**config.mk**
```make
export PLATFORM = sky130hd
export DESIGN_NAME = buffer_arbiter
export DESIGN_NICKNAME = d
export VERILOG_FILES = /design/src/hw/tile_pkg.sv /design/src/hw/buffer_arbiter.sv
export SDC_FILE = /design/constraint.sdc
export NUM_CORES = 1
export LEC_CHECK = 0
export ABC_AREA = 1
export BUFFER_PORTS_ARGS = -buffer_cell sky130_fd_sc_hd__clkbuf_2
export CORE_MARGIN = 10
export CORE_UTILIZATION = 25
export CTS_CLUSTER_SIZE = 14
export DETAILED_ROUTE_END_ITERATION = 6
export PLACE_DENSITY = 0.77
export SKIP_LAST_GASP = 1
export SLEW_MARGIN = 20
export SYNTH_ARGS = -nofsm -noshare
export SYNTH_HDL_FRONTEND = slang
export SYNTH_SLANG_ARGS = --single-unit
```
**constraint.sdc**
```tcl
create_clock -name clk -period 1.22 [get_ports clk]
set_input_delay 0.244 -clock clk [delete_from_list [all_inputs] [get_ports clk]]
set_output_delay 0.244 -clock clk [all_outputs]
set_load 0.005 [all_outputs]
```
**src/hw/tile_pkg.sv**
```systemverilog
/*
 * Shared definitions for the tile fetch engine.
 * Holds the buffer widths, the loader and stream structs, the reader
 * state encoding and the geometry of the input and weight tiles.
 * Design files import it inside the module body.
 */
package tile_pkg;

    localparam int WORD_W    = 16;
    localparam int ADDR_W    = 10;
    localparam int CNT_W     = 8;
    localparam int BUF_DEPTH = 1 << ADDR_W;

    typedef logic [WORD_W-1:0] word_t;
    typedef logic [ADDR_W-1:0] addr_t;
    typedef logic [CNT_W-1:0]  cnt_t;

    // loader write into the buffer.
    typedef struct packed {
        logic  en;
        addr_t addr;
        word_t data;
    } buf_wr_t;

    // one reader's output strobe, no back-pressure.
    typedef struct packed {
        logic  valid;
        word_t data;
    } stream_t;

    typedef enum logic [1:0] {
        IDLE,
        PRIME,
        RUN,
        DRAIN
    } reader_state_t;

    // input feature map tile, 16 words per image row.
    localparam addr_t IN_BASE         = 10'd0;
    localparam cnt_t  IN_COLS         = 8'd4;
    localparam cnt_t  IN_ROWS         = 8'd3;
    localparam cnt_t  IN_PLANES       = 8'd2;
    localparam addr_t IN_ROW_STRIDE   = 10'd16;
    localparam addr_t IN_PLANE_STRIDE = 10'd256;

    // weight tile, packed contiguously at the top of the buffer.
    localparam addr_t WT_BASE         = 10'd768;
    localparam cnt_t  WT_COLS         = 8'd3;
    localparam cnt_t  WT_ROWS         = 8'd3;
    localparam cnt_t  WT_PLANES       = 8'd2;
    localparam addr_t WT_ROW_STRIDE   = 10'd3;
    localparam addr_t WT_PLANE_STRIDE = 10'd9;

endpackage

```
**src/hw/buffer_arbiter.sv**
```systemverilog
/*
 * Round-robin owner of the buffer read port.
 * Grants one of two readers per cycle, drives the winner's address
 * onto the port and steers the read data back one cycle later.
 */
module buffer_arbiter (
    input  logic                  clk,
    input  logic                  rst,
    input  logic [1:0]            req,
    input  tile_pkg::addr_t [1:0] addr_in,
    output logic [1:0]            gnt,
    output logic                  rd_en,
    output tile_pkg::addr_t       rd_addr,
    input  tile_pkg::word_t       rd_data,
    output logic [1:0]            rvalid,
    output tile_pkg::word_t       rdata
);

    logic win;
    logic rd_id_q;
    logic rd_pend_q;

    // on a tie the reader that lost last time wins.
    always_comb begin
        if (req == 2'b11) begin
            gnt = rd_id_q ? 2'b01 : 2'b10;
        end else begin
            gnt = req;
        end
    end

    assign win     = gnt[1];
    assign rd_en   = |gnt;
    assign rd_addr = addr_in[win];

    // winner id doubles as the round-robin history.
    always_ff @(posedge clk or posedge rst) begin
        if (rst) begin
            rd_id_q   <= 1'b1;
            rd_pend_q <= 1'b0;
        end else begin
            rd_pend_q <= rd_en;
            if (rd_en) begin
                rd_id_q <= win;
            end
        end
    end

    assign rvalid = {rd_pend_q && rd_id_q, rd_pend_q && !rd_id_q};
    assign rdata  = rd_data;

    a_gnt_onehot: assert property (@(posedge clk) disable iff (rst) $onehot0(gnt));

    a_gnt_req: assert property (@(posedge clk) disable iff (rst) (gnt & ~req) == 2'b00);

endmodule

```
==> results.py, run 1 <==
metrics = {
    "setup_path": {
        "r2r-start": "rd_id_q",
        "cpPeakStageDelay_ns": 0.56,
        "required_ns": 0.98,
        "arrival_ns": 1.25,
        "crit_path_start_kind": "flop",
        "crit_buf_inv": 2,
        "crit_fanout": 5,
        "crit_chain": "nand2_4 > buf_6 > nand3_2 > nand2_1 > buf_2",
        "crit_type": "reg -> out",
        "cp-startpoint": "rd_id_q",
        "slowest_stage": "dfstp_2",
        "end_kind": "output port",
        "cp_top_family": "flip-flops",
    },
    "finish": {
        "drive_above_1_share_pct": 73.5,
        "diodes": 0,
        "fin_util_pct": 52.3,
        "multi_input_area_um2": 253,
        "syn_to_final_growth_pct": 88.6,
        "regArea_um2": 51.3,
        "final_nets": 143,
        "fill_cells": 145,
    },
    "global_route": {
        "met2_usage_pct": 17.0,
        "use_met3_pct": 6.44,
        "grt_pass1_vias": 620,
        "antenna_found_initial": 0,
        "grt_usage_pct": 9.81,
        "grt_pass1_wl_um": 2660,
        "use_met1_pct": 8.29,
        "busiest_layer": "met2",
        "grt_max_degree": 13,
        "grt_overflow": 0,
    },
    "die": {
        "die-area_mm2": 0.00344,
        "rows": 13,
        "start_util_pct": 27.7,
        "pin_count": 71,
        "die_h_um": 58.7,
        "fp.dieW_um": 58.7,
        "core_area_mm2": 0.00135,
    },
    "timing": {
        "max_freq_mhz": 671,
        "tns_ns": -3.73,
        "finClkSkew_ns": 0.00839,
        "hold_viol": 0,
        "finalSetupViolations": 16,
        "fin_crit_sh_pct": 122,
        "grt_setup_unrepaired": "true",
        "worstMarginPinSlew_ns": 0.149,
        "layout_setup_ws_ns": -0.270,
        "slew_headroom_pct": 90.0,
        "fin_crit_ns": 1.49,
        "report.final.slew_viol_count": 0,
    },
    "detailed_routing": {
        "route.detailed.drc": 0,
        "vias": 535,
        "ant_nets": 0,
        "dr.pass1.iters": 2,
        "vias_per_cell": 4.57,
        "wl_um": 1770,
        "drtIter0Drc": 4,
        "wl_per_cell_um": 15.1,
    },
    "outcome": {
        "run_status": "complete, but fails checks",
        "violations": "setup timing",
    },
    "power": {
        "p_leak_nw": 0.439,
        "p_per_area_mw_per_mm2": 845,
        "vdd_ir_drop_max_uv": 400,
    },
    "job": {
        "cap_violations": 0,
    },
    "clock_tree": {
        "clockBufferDepth": 2,
        "clkSinkCount": 2,
        "clkLatencyLatePin_ns": 0.23,
        "cts_htree_levels": 1,
        "tritoncts": "yes",
        "cts-buffers-inserted": 3,
        "clkSlewWorstSetupHoldPaths_ns": 0.03,
        "root_buffer": "clkbuf_4",
    },
    "synthesis": {
        "yosysWarnings": 0,
        "synth-async-reset-ratio_pct": 100,
        "ys_types": 11,
        "synth_edf_count": 0,
        "postSynthAreaPerCell_um2": 5.76,
        "syn-num-nets": 105,
        "synthFlopType": "dfstp_2",
        "netlist_area_um2": 374,
        "yosys.area.top_type": "buf_4",
        "synth.most_common_cell": "nand2_1",
        "synthCells": 65,
        "ys_top_cells_by_count": "nand2_1 (25), buf_4 (16), nand3_1 (10)",
        "synth_area_leaders": "buf_4 (32%), nand2_1 (25%), nand3_1 (13%), dfstp_2 (7.0%), dfrtp_1 (6.7%)",
        "ys_seq_elements": 2,
        "netlist.area_leader.share_pct": 32.1,
        "yosysSeqAreaShare_pct": 13.7,
    },
    "placement": {
        "place.gp.congestion": 0.612,
        "hpwlAfterDp_um": 1370,
        "port-buffer-count": 38,
    },
    "min_path": {
        "hold_path.class": "in -> reg",
        "min_from": "req[0]",
    },
}
worst paths after layout:
check | endpoint | slack [ns] | depth (start not counted)
max reg2reg | rd_id_q | -0.23 | 10
min reg2reg | rd_id_q | 0.63 | 3
max | rd_addr[5] | -0.27 | 5
min | rd_id_q | 0.26 | 2
min in group asynchronous | rd_pend_q | 0.39 | 3
max in group asynchronous | rd_id_q | 0.61 | 3
logic make-up after synthesis:
kind of cell	Yosys count	synth area share, %
DFF	2	13.7
buffers and inverters	25	43.8
AOI/OAI and AO/OA	1	1.34
and+or+nand+nor	37	41.1
flip-flops by register name (all words and copies together) (netlist names):
register / count
rd_id_q: 1
rd_pend_q: 1
power by group:
| part | internal (mW) | switching, mW |
|---|---|---|
| sequential | 0.0793 | 0.00921 |
| clock | 0.122 | 0.0453 |
| combinational | 0.185 | 0.155 |
timing repair:
action                                 CTS  global route
endpoints found under the hold margin    1             0
hold buffers                             1             0
pin swaps                                1             7
resized for setup                       14            26
gates cloned                             1             0
buffers inserted                         8             0
setup endpoints to repair               15            16
layout by cell type (no fill, tap or decap), drive strengths merged:
cell / count
nand3: 10
buf: 20
dfrtp: 1
inv: 6
o21ai: 1
nand2: 26
dfstp: 1
nor2: 1
dlygate4sd3: 1
clkbuf: 35
cell type report:
class / count / area share (%)
Sequential cell: 2 / 7.27
Tap cell: 15 / 2.66
Multi-Input combinational cell: 38 / 35.8
Clock buffer: 4 / 3.72
Inverter: 6 / 3.55
Timing Repair Buffer: 52 / 47.0
routing by layer:
metal	share of wire, %	vias to the layer above
li1	-	254
met1	34	235
met2	51	40
met3	13	6
met4	1.7	0
met5	0	-
stage by stage:
step	total power, mW	cell area (um^2)	setup slack (ns)	instances	hold slack (ns)
after floorplan	0.219	374	0.0897	65	-0.0155
after global placement	0.286	472	-0.0176	103	0.0786
after detailed placement	0.295	472	-0.0507	103	0.0855
after CTS	0.543	624	-0.242	117	0.258
after global routing	0.660	706	-0.347	117	0.260
final	0.596	706	-0.270	117	0.261
No activity file was read; power rests on OpenSTA's default activity.
==> run 2: changes to the inputs <==
Settings changed: REMOVE_ABC_BUFFERS set to 1, SKIP_CTS_REPAIR_TIMING set to 1, SLEW_MARGIN 20 to not set.
==> results.py, run 2 (same netlist as run 1, synthesis figures left out) <==
metrics = {
    "clock_tree": {
        "clkLatencyLatePin_ns": 0.22,
        "clkSlewWorstSetupHoldPaths_ns": 0.03,
        "cts-buffers-inserted": 3,
        "clockBufferDepth": 2,
        "cts_htree_levels": 1,
        "clkSinkCount": 2,
        "tritoncts": "yes",
        "root_buffer": "clkbuf_4",
    },
    "timing": {
        "fin_crit_sh_pct": 120,
        "finalSetupViolations": 15,
        "finClkSkew_ns": 0.00301,
        "max_freq_mhz": 681,
        "slew_headroom_pct": 88.1,
        "layout_setup_ws_ns": -0.248,
        "tns_ns": -3.24,
        "report.final.slew_viol_count": 0,
        "fin_crit_ns": 1.47,
        "worstMarginPinSlew_ns": 0.177,
        "hold_viol": 0,
        "grt_setup_unrepaired": "true",
    },
    "die": {
        "start_util_pct": 27.7,
        "fp.dieW_um": 58.7,
        "pin_count": 71,
        "core_area_mm2": 0.00135,
        "rows": 13,
        "die-area_mm2": 0.00344,
        "die_h_um": 58.7,
    },
    "detailed_routing": {
        "wl_per_cell_um": 15.4,
        "wl_um": 1690,
        "drtIter0Drc": 3,
        "dr.pass1.iters": 2,
        "vias": 505,
        "vias_per_cell": 4.59,
        "ant_nets": 0,
        "route.detailed.drc": 0,
    },
    "setup_path": {
        "reg2reg_to": "rd_id_q",
        "reg2regPathDepth": 3,
        "arrival_ns": 1.22,
        "cp-startpoint": "rd_id_q",
        "endpoint": "rd_addr[0]",
        "required_ns": 0.98,
        "crit_fanout": 10,
        "crit_type": "reg -> out",
        "r2r-start": "rd_id_q",
        "end_kind": "output port",
        "r2r_setup_slack_ns": 0.25,
        "crit_path_start_kind": "flop",
    },
    "finish": {
        "layout_common_cells": "clkbuf_2 (34), nand2_1 (21), nand3_1 (10)",
        "largestRegisters": "rd_id_q x1, rd_pend_q x1",
        "drive_above_1_share_pct": 60.0,
        "syn_to_final_growth_pct": 53.8,
        "fill_cells": 144,
        "final_nets": 136,
        "diodes": 0,
        "fin_util_pct": 42.6,
        "final_common_cell": "clkbuf_2",
    },
    "job": {
        "cap_violations": 0,
    },
    "power": {
        "pwr-share-clk_pct": 31.9,
        "swShare_pct": 34.2,
        "p_switching_mw": 0.174,
        "total_power_mw": 0.511,
        "p_int_mw": 0.336,
        "p_per_area_mw_per_mm2": 887,
        "p_leak_nw": 0.387,
        "power_frac_seq_pct": 17.3,
        "vdd_ir_drop_max_uv": 342,
        "power_frac_comb_pct": 50.8,
    },
    "global_route": {
        "grt_max_degree": 13,
        "grt_pass1_vias": 535,
        "grt_usage_pct": 8.60,
        "grt_pass1_wl_um": 2330,
        "grt_overflow": 0,
        "antenna_found_initial": 0,
    },
    "min_path": {
        "hold_path.class": "in -> reg",
        "min_from": "req[0]",
    },
    "outcome": {
        "run_status": "complete, but fails checks",
        "violations": "setup timing",
    },
    "placement": {
        "place.gp.congestion": 0.612,
        "port-buffer-count": 38,
        "hpwlAfterDp_um": 1390,
    },
}
-- run 2: cell types whose count changed in the layout (fill, tap and decap cells not counted), sizes merged --
cell	change
clkbuf	+3
nand2	+1
buf	-11
-- run 2: critical path, stage by stage, from the launching register on --
cell,delay (ns)
dfstp_2,0.55
nand2_4,0.08
buf_6,0.14
nand3_1,0.06
nand2_1,0.06
clkbuf_2,0.11
-- run 2: per-stage QoR --
| step | cell area, um^2 | hold WS (ns) | instances | setup slack [ns] |
|---|---|---|---|---|
| after floorplan | 233 | -0.0155 | 46 | -0.0527 |
| after global placement | 472 | 0.0798 | 103 | -0.0182 |
| after detailed placement | 472 | 0.0777 | 103 | -0.0603 |
| after CTS | 498 | -0.162 | 107 | -0.304 |
| after global routing | 576 | 0.301 | 110 | -0.312 |
| final | 576 | 0.284 | 110 | -0.248 |
-- run 2: area by class of cell --
type	instances	area, um^2	area share (%)
flip-flops and latches	2	51.3	8.91
multi-input cells	39	193	33.5
inverters	6	25.0	4.35
repair buffers	44	262	45.4
well taps	15	18.8	3.26
clock buffers	4	26.3	4.57
-- run 2: per-layer routing --
layer	GRT usage [%]	wire length, um
met1	6.84	521
met2	11.5	785
met3	12.2	379
met4	1.97	3
met5	6.35	0
-- run 2: worst min-delay path by stage --
stage / to / slack (ns) / depth (start not counted)
2_1_floorplan: rd_pend_q / -0.02 / 1
3_3_place_gp: rd_pend_q / 0.08 / 2
3_5_place_dp: rd_pend_q / 0.08 / 2
4_1_cts: rd_pend_q / -0.16 / 2
5_1_grt: rd_id_q / 0.30 / 2
6_report: rd_id_q / 0.28 / 2
-- run 2: power groups by stage --
stage	clock network [mW]	logic (mW)	registers [mW]
finish	0.163	0.259	0.0882
global placement	0	0.203	0.0831
CTS	0.168	0.208	0.0840
global route	0.181	0.289	0.0885
detailed placement	0	0.208	0.0840
floorplan	0	0.0786	0.0847
==> run 3: changes to the inputs <==
Settings changed: CORE_ASPECT_RATIO set to 1.1.
==> results.py, run 3 (same netlist as run 1, synthesis figures left out) <==
metrics = {
    "detailed_routing": {
        "vias_per_cell": 4.53,
        "wl_per_cell_um": 15.3,
        "drtIter0Drc": 4,
        "dr.pass1.iters": 3,
        "route.detailed.drc": 0,
        "wl_um": 1700,
        "ant_nets": 0,
        "vias": 503,
    },
    "power": {
        "p_per_area_mw_per_mm2": 850,
        "vdd_ir_drop_max_uv": 373,
        "total_power_mw": 0.508,
        "p_leak_nw": 0.400,
    },
    "die": {
        "start_util_pct": 27.0,
        "die-area_mm2": 0.00345,
        "die_h_um": 60.6,
        "pin_count": 71,
        "fp.dieW_um": 56.9,
        "rows": 14,
        "core_area_mm2": 0.00138,
    },
    "clock_tree": {
        "clkLatencyLatePin_ns": 0.23,
        "tritoncts": "yes",
        "clkSinkCount": 2,
        "clkSlewWorstSetupHoldPaths_ns": 0.03,
        "cts_htree_levels": 1,
        "cts-buffers-inserted": 3,
        "clockBufferDepth": 2,
        "root_buffer": "clkbuf_4",
    },
    "setup_path": {
        "worstSetupPathDepth": 5,
        "cpPeakStageDelay_ns": 0.55,
        "crit_chain": "nand2_4 > clkbuf_16 > nand3_1 > nand2_1 > clkbuf_2",
        "crit_path_start_kind": "flop",
        "reg2regPathDepth": 3,
        "crit_buf_inv": 2,
        "slowest_stage": "dfstp_2",
        "required_ns": 0.98,
        "reg2reg_to": "rd_pend_q",
        "cp-startpoint": "rd_id_q",
        "end_kind": "output port",
        "arrival_ns": 1.25,
        "r2r-start": "rd_id_q",
        "crit_fanout": 5,
        "crit_type": "reg -> out",
        "r2r_setup_slack_ns": 0.23,
        "cp_top_family": "flip-flops",
    },
    "finish": {
        "final_common_cell": "clkbuf_2",
        "layout_common_cells": "clkbuf_2 (34), nand2_1 (23), inv_1 (6), nand3_2 (6)",
        "diodes": 0,
        "drive_above_1_share_pct": 60.0,
        "syn_to_final_growth_pct": 59.5,
        "largestRegisters": "rd_id_q x1, rd_pend_q x1",
        "fill_cells": 146,
        "final_nets": 136,
    },
    "global_route": {
        "grt_pass1_wl_um": 2240,
        "grt_pass1_vias": 507,
        "grt_overflow": 0,
        "grt_usage_pct": 8.64,
        "grt_max_degree": 13,
        "antenna_found_initial": 0,
    },
    "timing": {
        "max_freq_mhz": 667,
        "fin_crit_ns": 1.50,
        "slew_headroom_pct": 83.6,
        "finalSetupViolations": 15,
        "report.final.slew_viol_count": 0,
        "hold_ws_ns": 0.260,
        "hold_viol": 0,
        "worstMarginPinSlew_ns": 0.246,
        "grt_setup_unrepaired": "true",
        "tns_ns": -3.51,
        "fin_crit_sh_pct": 123,
        "layout_setup_ws_ns": -0.279,
        "finClkSkew_ns": 0.0101,
    },
    "min_path": {
        "hold_end": "rd_id_q",
        "hold_path_depth": 2,
        "min_from": "req[0]",
        "hold_path.class": "in -> reg",
    },
    "outcome": {
        "violations": "setup timing",
        "run_status": "complete, but fails checks",
    },
    "placement": {
        "place.gp.congestion": 0.679,
        "hpwlAfterDp_um": 1330,
        "place_ws_ns": -0.0741,
        "port-buffer-count": 38,
    },
    "job": {
        "cap_violations": 0,
    },
}
run 3: changes by cell type in the layout (fill, tap and decap cells not counted), sizes merged:
cell,previous run,this run
clkbuf,38,39
buf,9,8
run 3: area by class of cell:
type                            instances  area [um^2]  area share (%)
Tap cell                               16         20.0            3.35
Sequential cell                         2         51.3            8.60
Clock buffer                            4         26.3            4.40
Inverter                                6         22.5            3.77
Multi-Input combinational cell         39          210            35.2
Timing Repair Buffer                   44          267            44.7
run 3: worst register-to-register path: stages, from the launching register on:
cell and delay (ns):
dfstp_2 0.55, nand2_4 0.10, nand2_2 0.14, nand2_1 0.09
run 3: power breakdown:
group          internal, mW  switching [mW]
Clock                 0.122          0.0409
Sequential           0.0793         0.00832
Combinational         0.135           0.122
Total                 0.336           0.172
run 3: metrics by stage:
step | instance area (um^2) | instances | utilization (%)
after floorplan | 233 | 46 | -
after global placement | 465 | 103 | 33.6
after detailed placement | 465 | 103 | 33.6
after CTS | 492 | 107 | 35.5
after global routing | 597 | 111 | 43.1
final | 597 | 111 | 43.1
run 3: worst max-delay path by stage:
stage | slack (ns) | to
after floorplan | -0.05 | rd_addr[0]
after global placement | -0.03 | rd_addr[2]
after detailed placement | -0.07 | rd_addr[6]
after CTS | -0.31 | rd_addr[6]
after global routing | -0.32 | rd_addr[3]
final | -0.28 | rd_addr[0]
run 3: layer usage:
layer  wire (um)  up-vias  track usage (%)
met2         657       51             8.84
met3         298        0             10.2
met5           0        -             4.29
met1         745      207             9.55
met4           0        0             4.03
li1            -      245                -
