`src/hw/tile_pkg.sv`:
```
/*
 * Shared definitions for the tile fetch engine.
 * Holds the buffer widths, the loader and stream structs, the reader
 * state encoding and the geometry of the input and weight tiles.
 * Design files import it inside the module body.
 */
package tile_pkg;

    localparam int WORD_W    = 16;
    localparam int ADDR_W    = 10;
    localparam int CNT_W     = 8;
    localparam int BUF_DEPTH = 1 << ADDR_W;

    typedef logic [WORD_W-1:0] word_t;
    typedef logic [ADDR_W-1:0] addr_t;
    typedef logic [CNT_W-1:0]  cnt_t;

    // loader write into the buffer.
    typedef struct packed {
        logic  en;
        addr_t addr;
        word_t data;
    } buf_wr_t;

    // one reader's output strobe, no back-pressure.
    typedef struct packed {
        logic  valid;
        word_t data;
    } stream_t;

    typedef enum logic [1:0] {
        IDLE,
        PRIME,
        RUN,
        DRAIN
    } reader_state_t;

    // input feature map tile, 16 words per image row.
    localparam addr_t IN_BASE         = 10'd0;
    localparam cnt_t  IN_COLS         = 8'd4;
    localparam cnt_t  IN_ROWS         = 8'd3;
    localparam cnt_t  IN_PLANES       = 8'd2;
    localparam addr_t IN_ROW_STRIDE   = 10'd16;
    localparam addr_t IN_PLANE_STRIDE = 10'd256;

    // weight tile, packed contiguously at the top of the buffer.
    localparam addr_t WT_BASE         = 10'd768;
    localparam cnt_t  WT_COLS         = 8'd3;
    localparam cnt_t  WT_ROWS         = 8'd3;
    localparam cnt_t  WT_PLANES       = 8'd2;
    localparam addr_t WT_ROW_STRIDE   = 10'd3;
    localparam addr_t WT_PLANE_STRIDE = 10'd9;

endpackage

```
`src/hw/nest3_counter.sv`:
```
/*
 * Three-level nested index counter for tile walks.
 * Index 0 runs fastest and each outer index steps when all inner ones
 * sit at their final value. Reset and syn_rst park every index at its
 * maximum ("not loaded"); the next ena loads zeros.
 */
module nest3_counter #(
    parameter tile_pkg::cnt_t n0_max = 8'd4,
    parameter tile_pkg::cnt_t n1_max = 8'd2,
    parameter tile_pkg::cnt_t n2_max = 8'd2
) (
    input  logic           clk,
    input  logic           rst,
    input  logic           ena,
    input  logic           syn_rst,
    output tile_pkg::cnt_t cnt0,
    output tile_pkg::cnt_t cnt1,
    output tile_pkg::cnt_t cnt2,
    output logic           last
);

    logic full0;
    logic full1;
    logic full2;

    // carry chain, each level full only if all inner levels are full.
    assign full0 = (cnt0 == n0_max - 1'b1);
    assign full1 = full0 && (cnt1 == n1_max - 1'b1);
    assign full2 = full1 && (cnt2 == n2_max - 1'b1);
    assign last  = full2;

    always_ff @(posedge clk or posedge rst) begin
        if (rst) begin
            cnt0 <= n0_max;
        end else if (syn_rst) begin
            cnt0 <= n0_max;
        end else if (ena) begin
            if (cnt0 == n0_max || full0) begin
                cnt0 <= '0;
            end else begin
                cnt0 <= cnt0 + 1'b1;
            end
        end
    end

    always_ff @(posedge clk or posedge rst) begin
        if (rst) begin
            cnt1 <= n1_max;
        end else if (syn_rst) begin
            cnt1 <= n1_max;
        end else if (ena) begin
            if (cnt1 == n1_max || full1) begin
                cnt1 <= '0;
            end else if (full0) begin
                cnt1 <= cnt1 + 1'b1;
            end
        end
    end

    always_ff @(posedge clk or posedge rst) begin
        if (rst) begin
            cnt2 <= n2_max;
        end else if (syn_rst) begin
            cnt2 <= n2_max;
        end else if (ena) begin
            if (cnt2 == n2_max || full2) begin
                cnt2 <= '0;
            end else if (full1) begin
                cnt2 <= cnt2 + 1'b1;
            end
        end
    end

    // the parked value is the only one allowed above the final index.
    a_idx_range: assert property (
        @(posedge clk) disable iff (rst)
        cnt0 <= n0_max && cnt1 <= n1_max && cnt2 <= n2_max
    );

endmodule

```
`src/hw/tile_reader.sv`:
```
/*
 * Tile reader. Walks one 3-D tile with a nested counter, requests the
 * shared buffer read port per element and forwards the returned words
 * as a valid strobe. A start at any time restarts the walk.
 */
module tile_reader #(
    parameter tile_pkg::addr_t BASE         = tile_pkg::IN_BASE,
    parameter tile_pkg::cnt_t  COLS         = tile_pkg::IN_COLS,
    parameter tile_pkg::cnt_t  ROWS         = tile_pkg::IN_ROWS,
    parameter tile_pkg::cnt_t  PLANES       = tile_pkg::IN_PLANES,
    parameter tile_pkg::addr_t ROW_STRIDE   = tile_pkg::IN_ROW_STRIDE,
    parameter tile_pkg::addr_t PLANE_STRIDE = tile_pkg::IN_PLANE_STRIDE
) (
    input  logic              clk,
    input  logic              rst,
    input  logic              start,
    output logic              req,
    output tile_pkg::addr_t   addr,
    input  logic              gnt,
    input  logic              rvalid,
    input  tile_pkg::word_t   rdata,
    output tile_pkg::stream_t stream,
    output logic              busy,
    output logic              done
);
    import tile_pkg::*;

    reader_state_t state;
    reader_state_t state_nxt;
    cnt_t          col;
    cnt_t          row;
    cnt_t          plane;
    logic          last;
    logic          cnt_ena;
    logic          pending;

    // prime loads zeros, each grant steps to the next element.
    assign cnt_ena = (state == PRIME) || gnt;

    nest3_counter #(
        .n0_max (COLS),
        .n1_max (ROWS),
        .n2_max (PLANES)
    ) u_cnt (
        .clk     (clk),
        .rst     (rst),
        .ena     (cnt_ena),
        .syn_rst (start),
        .cnt0    (col),
        .cnt1    (row),
        .cnt2    (plane),
        .last    (last)
    );

    assign addr = BASE + plane * PLANE_STRIDE + row * ROW_STRIDE + col;
    assign req  = (state == RUN);
    assign busy = (state != IDLE);

    always_comb begin
        state_nxt = state;
        if (start) begin
            state_nxt = PRIME;
        end else begin
            case (state)
                PRIME:   state_nxt = RUN;
                RUN:     state_nxt = (gnt && last) ? DRAIN : RUN;
                DRAIN:   state_nxt = IDLE;
                default: state_nxt = state;
            endcase
        end
    end

    always_ff @(posedge clk or posedge rst) begin
        if (rst) begin
            state   <= IDLE;
            done    <= 1'b0;
            pending <= 1'b0;
        end else begin
            state <= state_nxt;
            done  <= (state == DRAIN) && !start;
            // a restart orphans any word still in flight.
            if (start) begin
                pending <= 1'b0;
            end else if (gnt) begin
                pending <= 1'b1;
            end else if (rvalid) begin
                pending <= 1'b0;
            end
        end
    end

    assign stream.valid = rvalid && pending;
    assign stream.data  = rdata;

    // arbiter sees one address for the whole life of a request.
    a_addr_hold: assert property (
        @(posedge clk) disable iff (rst)
        (req && !gnt && !start) |=> $stable(addr)
    );

endmodule

```
`config.mk`:
```
export PLATFORM = sky130hd
export DESIGN_NAME = tile_reader
export DESIGN_NICKNAME = d
export VERILOG_FILES = /design/src/hw/tile_pkg.sv /design/src/hw/nest3_counter.sv /design/src/hw/tile_reader.sv
export SDC_FILE = /design/constraint.sdc
export NUM_CORES = 1
export LEC_CHECK = 0
export BUFFER_PORTS_ARGS = -buffer_cell sky130_fd_sc_hd__buf_2
export CORE_MARGIN = 1
export CORE_UTILIZATION = 47
export DETAILED_ROUTE_END_ITERATION = 12
export GPL_TIMING_DRIVEN = 0
export PLACE_DENSITY = 0.82
export SYNTH_ARGS = -nofsm -noshare
export SYNTH_HDL_FRONTEND = slang
export SYNTH_SLANG_ARGS = --single-unit
```
`constraint.sdc`:
```
create_clock -name clk -period 3.6 [get_ports clk]
set_input_delay 0.18 -clock clk [delete_from_list [all_inputs] [get_ports clk]]
set_output_delay 0.18 -clock clk [all_outputs]
set_load 0.02 [all_outputs]
```
==> metrics.yaml, run 1 <==
path_cells: "ha_1, or4b_4, or4_4, and2_4, nor4_1, mux2_1"
clockBufferDepth: 2
synthFlopType: "sky130_fd_sc_hd__dfrtp_1"
critical_path_class: "reg2reg"
pin_count: 51
post_synth_inst_count: 228
via_per_inst: 5.44
clk_pin_slew_worst_paths_ns: 0.10
seq_area_frac_synth: 0.346
die_width_um: 67.9
count_of_flip_flops_with_a_built_in_enable_after_synthesis: 0
core_area_um2: 4090
setup_tns_ns: 0
antennaDiodeCount: 0
clk-insertion-delay-late_ns: 0.28
min_path_cells: 3
total_wirelength_mm: 4.10
grt_start_max_net_pins: 29
reg2regPathDepth: 6
cts_tree: "built"
initial_core_util: 0.499
cts_hold_buf: 0
cp.required_ns: 3.77
synth_largest_area_cell: "sky130_fd_sc_hd__dfrtp_1"
critical_path_cell_count: 6
post_syn_nets: 262
post-synth-top-area-fraction: 0.294
timing.hold.worst.class: "in2reg"
yosys_warnings: 0
proportion_of_layout_cells_with_a_drive_suffix_above_1: 0.282
worstReg2RegStart: "u_cnt.cnt0[0]"
syn2layout_area_growth_pct: 14.1
critPathCapture: "u_cnt.cnt2[5]"
numPlacedInstances: 312
leakagePower_nw: 1.17
utilization: 0.570
nNetsFinal: 301
most_frequent_cells_in_the_layout: "sky130_fd_sc_hd__buf_2, sky130_fd_sc_hd__nor2_1, sky130_fd_sc_hd__dfrtp_1, sky130_fd_sc_hd__buf_4"
clock_tree.htree_level_count: 1
clock_skew_ns: 0.00546
cp_top_family: "simple AND/OR/NAND/NOR gates"
critical_path.slowest_cell: "sky130_fd_sc_hd__or4_4"
tritoncts_num_sinks: 28
path_max_fanout: 5
report.final.hold_viol_count: 0
route.detailed.wl_per_inst_um: 13.0
crit_arrival_ns: 2.87
finalWeightedCongestion: 0.863
multi_input_comb_area_um2: 1120
post_synth.cell_area_avg_um2: 8.94
worst-r2r-setup-slack_ns: 0.90
synth.lib_cells_used.distinct: 49
vias_in_the_first_global_route: 1552
ir_drop_mv: 0.160
final_cell_area_um2: 2330
port-buffer-count: 34
finish.cell_count_without_fillers: 316
slew_at_the_pin_closest_to_its_max_slew_limit_ns: 1.05
maxSlewHeadroom: 0.300
postCtsResizedCells: 0
dp_hpwl_mm: 3.07
synthArstFlopShare: 1.00
fmax_mhz: 370
grt_first_pass_wirelength_mm: 6.87
floorplan.die_area_um2: 4610
netlist_area_um2: 2040
rsz0062_at_grt: "no"
first_pass_drt_iterations: 4
grt_overflow: 0
cts_inserted_buffers: 3
globalRouteTotalUtil: 0.194
cts.root.buffer_cell: "sky130_fd_sc_hd__clkbuf_8"
final_max_slew_viol_count: 0
ys_top_cells_by_area: "sky130_fd_sc_hd__dfrtp_1, sky130_fd_sc_hd__buf_4, sky130_fd_sc_hd__ha_1"
final_common_cell: "sky130_fd_sc_hd__buf_2"
result_of_the_run: "completed"
register_area_um2: 706
critPathMaxStageDelay_ns: 0.54
worstReg2RegEnd: "u_cnt.cnt2[5]"
worstSetupStartpoint: "u_cnt.cnt0[0]"
critPathCaptureType: "flip-flop"
max-cap-violations: 0
post_cts_setup_buffer_count: 0
power_per_cell_area_nw_per_um2: 482
detailed_place.area_um2: 2270
count_of_routing_violations_after_the_opening_detailed_route_iteration: 134
vias_after_detailed_routing: 1719
die_height_um: 67.9
final.fill_count: 385
timing.critical_path.buf_inv: 0
fin_crit_sh: 0.751
synth_seq_cells: 28
setup.worst_path.start_class: "flip-flop"
final-setup-viol-count: 0
grt_antenna_before_repair: 0
num_rows: 23
min_period_ns: 2.70
remaining_drc_errors: 0
drtAntennaViolNets: 0
fin_worst_hold_slack_ns: 0.142
[layer usage]
| layer | GRT usage | routed length [um] | vias to the layer above |
|---|---|---|---|
| li1 | - | - | 853 |
| met1 | 0.258 | 1880 | 808 |
| met2 | 0.332 | 1990 | 53 |
| met3 | 0.0250 | 184 | 5 |
| met4 | 0.0469 | 38 | 0 |
| met5 | 0 | 0 | - |
[final cells by class]
type / count / area share
sequential: 28 / 0.303
multi-input combinational: 163 / 0.481
clock buffer: 4 / 0.0237
buffer: 24 / 0.0710
inverter: 13 / 0.0210
tap: 50 / 0.0269
timing repair buffer: 34 / 0.0731
[state kept, by name, summed over array words and instances (netlist names)]
signal,flops
done,1
pending,1
state,2
u_cnt.cnt0,8
u_cnt.cnt1,8
u_cnt.cnt2,8
[how the worst min path moves through the flow]
stage | startpoint | endpoint
floorplan | rst | done
global placement | gnt | pending
detailed placement | gnt | pending
CTS | gnt | pending
global route | gnt | state[0]
finish | gnt | pending
[stage by stage]
step	power, mW	setup WS, ns
final	1.12	0.897
after global routing	1.21	0.744
after CTS	1.13	0.892
after detailed placement	0.925	0.928
after global placement	0.910	0.913
after floorplan	0.805	1.10
[Yosys cell counts (2+ instances only)]
library cell	instances
sky130_fd_sc_hd__clkbuf_1	3
sky130_fd_sc_hd__mux2_1	3
sky130_fd_sc_hd__or4_1	2
sky130_fd_sc_hd__nand3_1	7
sky130_fd_sc_hd__xnor2_1	8
sky130_fd_sc_hd__nor2_1	28
sky130_fd_sc_hd__mux2i_1	6
sky130_fd_sc_hd__o21ai_0	7
sky130_fd_sc_hd__or2_2	4
sky130_fd_sc_hd__dfstp_2	4
sky130_fd_sc_hd__a211oi_1	3
sky130_fd_sc_hd__inv_1	13
sky130_fd_sc_hd__a21o_1	4
sky130_fd_sc_hd__or4_4	2
sky130_fd_sc_hd__and3_1	2
sky130_fd_sc_hd__dfrtp_1	24
sky130_fd_sc_hd__and2_1	3
sky130_fd_sc_hd__nor2b_1	5
sky130_fd_sc_hd__nand4_1	6
sky130_fd_sc_hd__a21oi_1	11
sky130_fd_sc_hd__nor4_1	3
sky130_fd_sc_hd__buf_4	20
sky130_fd_sc_hd__nand2b_1	3
sky130_fd_sc_hd__o31ai_1	2
sky130_fd_sc_hd__nand2_1	13
sky130_fd_sc_hd__o21bai_1	3
sky130_fd_sc_hd__ha_1	12
sky130_fd_sc_hd__xor2_1	4
sky130_fd_sc_hd__or4b_1	2
sky130_fd_sc_hd__nor3_1	2
[worst min-delay path, stage by stage]
cell and delay [ns]:
sky130_fd_sc_hd__buf_2 0.10, sky130_fd_sc_hd__a21oi_1 0.04, sky130_fd_sc_hd__nor2_1 0.07
[logic make-up after synthesis]
group                    Yosys count  share of synthesized area
AND/OR/NAND/NOR                   90                      0.240
buffers and inverters             37                      0.105
adder cells (fa/ha/maj)           13                     0.0834
XOR/XNOR                          12                     0.0515
multiplexers                      10                     0.0515
flip-flops                        28                      0.346
AO/OA/AOI/OAI                     38                      0.122
[power by group]
group / total (mW) / switching [mW] / internal [mW]
combinational: 0.497 / 0.285 / 0.212
sequential: 0.430 / 0.0612 / 0.369
clock: 0.195 / 0.0974 / 0.0980
Power figures use the tool's default switching activity.
==> run 2, diff against run 1 <==
ABC_AREA = 1   (was unset)
PLACE_DENSITY = 0.84   (was 0.82)
clock period = 2.4 ns   (was 3.6 ns; I/O delays follow)
==> metrics.yaml, run 2 <==
postCtsResizedCells: 0  # unchanged
vias_after_detailed_routing: 1890  # +9.9%
seq_area_frac_synth: 0.323  # -0.0226
post_cts_setup_buffer_count: 0  # unchanged
slew_at_the_pin_closest_to_its_max_slew_limit_ns: 1.06  # +0.0108 ns
max-cap-violations: 0  # unchanged
post_syn_nets: 312  # +19%
synth.lib_cells_used.distinct: 34  # -31%
critical_path_class: "reg2out"
synth-simple-area-share: 0.287  # +0.0462
cts_hold_buf: 0  # unchanged
die_height_um: 70.1  # +3.3%
synthFlopType: "sky130_fd_sc_hd__dfrtp_1"
setup_tns_ns: 0  # unchanged
core_area_um2: 4410  # +8.0%
rsz0062_at_grt: "no"
dp_hpwl_mm: 3.26  # +6.2%
cts_tree: "built"
ys_top_cells_by_area: "sky130_fd_sc_hd__dfrtp_1, sky130_fd_sc_hd__nand2_1, sky130_fd_sc_hd__buf_4"
nNetsFinal: 351  # +17%
fin_worst_hold_slack_ns: 0.0810  # -0.0608 ns
count_of_flip_flops_with_a_built_in_enable_after_synthesis: 0  # unchanged
globalRouteTotalUtil: 0.191  # -0.00293
fin_crit_sh: 0.956
synth_largest_area_cell: "sky130_fd_sc_hd__dfrtp_1"
cp.required_ns: 2.28  # -1.49 ns
grt_overflow: 0  # unchanged
antennaDiodeCount: 0  # unchanged
report.power.total_mw: 1.97  # +75%
final_max_slew_viol_count: 0  # unchanged
clock_skew_ns: 0.00900  # +0.00354 ns
timing.hold.worst.class: "in2async"
grt_antenna_before_repair: 0  # unchanged
top_regs: "u_cnt.cnt0 (8), u_cnt.cnt1 (8), u_cnt.cnt2 (8)"
final_common_cell: "sky130_fd_sc_hd__nand2_1"
syn2layout_area_growth_pct: 13.3
yosys_warnings: 0  # unchanged
setup.worst_path.start_class: "flip-flop"
synthMuxAreaShare: 0  # -0.0515
post_synthesis_adder_cell_area_fraction: 0.0780  # -0.00545
critPathCaptureType: "primary output"
count_of_routing_violations_after_the_opening_detailed_route_iteration: 148  # +10%
leakagePower_nw: 1.30  # +11%
final-setup-viol-count: 0  # unchanged
fmax_mhz: 436
route.detailed.wl_per_inst_um: 11.9  # -8.1%
floorplan.die_area_um2: 4920  # +6.8%
clk-insertion-delay-late_ns: 0.29  # about the same
first_pass_drt_iterations: 4  # unchanged
synth-compound-area-share: 0.128  # +0.00635
tritoncts_num_sinks: 28  # unchanged
yosys.cell_count.top_type: "sky130_fd_sc_hd__nand2_1"
crit_arrival_ns: 2.17  # -0.70 ns
cts.root.buffer_cell: "sky130_fd_sc_hd__clkbuf_8"
finalWeightedCongestion: 0.870  # +0.89%
cts_inserted_buffers: 3  # unchanged
path_max_fanout: 4  # -1
total_wirelength_mm: 4.38  # +7.0%
combinational_family_with_the_most_area_after_synthesis: "simple AND/OR/NAND/NOR gates"
dp_worst_setup_slack_ns: 0.404  # -0.524 ns
report.final.hold_viol_count: 0  # unchanged
remaining_drc_errors: 0  # unchanged
utilization: 0.560  # -0.00941
clockBufferDepth: 2  # unchanged
via_per_inst: 5.14  # -5.6%
die_width_um: 70.1  # +3.3%
synth_seq_cells: 28  # unchanged
drtAntennaViolNets: 0  # unchanged
yosys.area_share.xor_xnor: 0.0321  # -0.0194
synthArstFlopShare: 1.00  # unchanged
ir_drop_mv: 0.428  # +170%
num_rows: 24  # +4.3%
proportion_of_layout_cells_with_a_drive_suffix_above_1: 0.323  # +0.0408
clk_pin_slew_worst_paths_ns: 0.11  # about the same
grt_first_pass_wirelength_mm: 7.58  # +10%
grt_start_max_net_pins: 29  # unchanged
post_synth.cell_area_avg_um2: 7.85  # -12%
min_period_ns: 2.29
port-buffer-count: 34  # unchanged
result_of_the_run: "completed"
pin_count: 51  # unchanged
post-synth-top-area-fraction: 0.275  # -0.0192
postLayoutSetupSlackWorst_ns: 0.106  # -0.791 ns
initial_core_util: 0.494  # -0.00475
vias_in_the_first_global_route: 1725  # +11%
synth_common_cells: "sky130_fd_sc_hd__nand2_1, sky130_fd_sc_hd__inv_1, sky130_fd_sc_hd__nand3_1"
post_synth_inst_count: 278  # +22%
maxSlewHeadroom: 0.292  # -0.00718
power_per_cell_area_nw_per_um2: 795  # +65%
most_frequent_cells_in_the_layout: "sky130_fd_sc_hd__nand2_1, sky130_fd_sc_hd__buf_2, sky130_fd_sc_hd__inv_1, sky130_fd_sc_hd__nand3_1, sky130_fd_sc_hd__dfrtp_1"
final.fill_count: 383  # -0.52%
clock_tree.htree_level_count: 1  # unchanged
netlist_area_um2: 2180  # +7.0%
[run 2: changes by cell type in the layout (fill, tap and decap cells not counted), moves of 7 or more]
| cell | before | now |
|---|---|---|
| sky130_fd_sc_hd__nand2_1 | 13 | 52 |
| sky130_fd_sc_hd__nand3_1 | 7 | 28 |
| sky130_fd_sc_hd__inv_1 | 13 | 31 |
| sky130_fd_sc_hd__o21ai_2 | 0 | 12 |
| sky130_fd_sc_hd__nor2_1 | 28 | 20 |
| sky130_fd_sc_hd__xnor2_1 | 8 | 1 |
[run 2: critical path, stage by stage, from the launching register on]
cell and delay, ns:
sky130_fd_sc_hd__dfstp_2 0.58, sky130_fd_sc_hd__ha_1 0.17, sky130_fd_sc_hd__inv_1 0.06, sky130_fd_sc_hd__fa_1 0.42
sky130_fd_sc_hd__o21ai_0 0.30, sky130_fd_sc_hd__xor2_1 0.18, sky130_fd_sc_hd__buf_2 0.18
[run 2: layout make-up]
class	count	area [um^2]	area share
multi-input cells	189	1150	0.464
flip-flops and latches	28	706	0.285
plain buffers	26	199	0.0805
repair buffers	34	170	0.0688
inverters	35	131	0.0531
well taps	52	65.1	0.0263
clock buffers	4	55.1	0.0223
[run 2: worst paths after layout]
path | endpoint | cells after the start | slack (ns) | from
max in group asynchronous | pending | 2 | 1.68 | rst
worst max register to register | u_cnt.cnt1[3] | 7 | 0.64 | u_cnt.cnt1[1]
worst min-delay path | u_cnt.cnt1[6] | 2 | 0.08 | rst
min in group clk | pending | 2 | 0.08 | start
worst max-delay path | addr[8] | 6 | 0.11 | u_cnt.cnt1[0]
worst min register to register | u_cnt.cnt1[0] | 2 | 0.50 | u_cnt.cnt1[0]
[run 2: report_power, final]
group	internal [mW]	total (mW)	switching, mW
Combinational	0.385	0.961	0.575
Clock	0.147	0.308	0.161
Sequential	0.577	0.698	0.121
Total	1.11	1.97	0.857
[run 2: layer usage]
metal  global-route usage  share of wire
met3               0.0390          0.047
met1                0.242           0.44
met2                0.331           0.51
met4               0.0467         0.0073
met5                    0              0
[run 2: kinds of logic after synthesis]
group	count (synthesis)
simple gates	127
buf+inv	61
compound gates	41
flops	28
fa+ha+maj	13
xor+xnor	8
[run 2: metrics by stage]
stage | area [um^2] | instances
2_1_floorplan | 2180 | 278
3_3_place_gp | 2420 | 364
3_5_place_dp | 2420 | 364
4_1_cts | 2470 | 368
6_report | 2470 | 368
5_1_grt | 2470 | 368
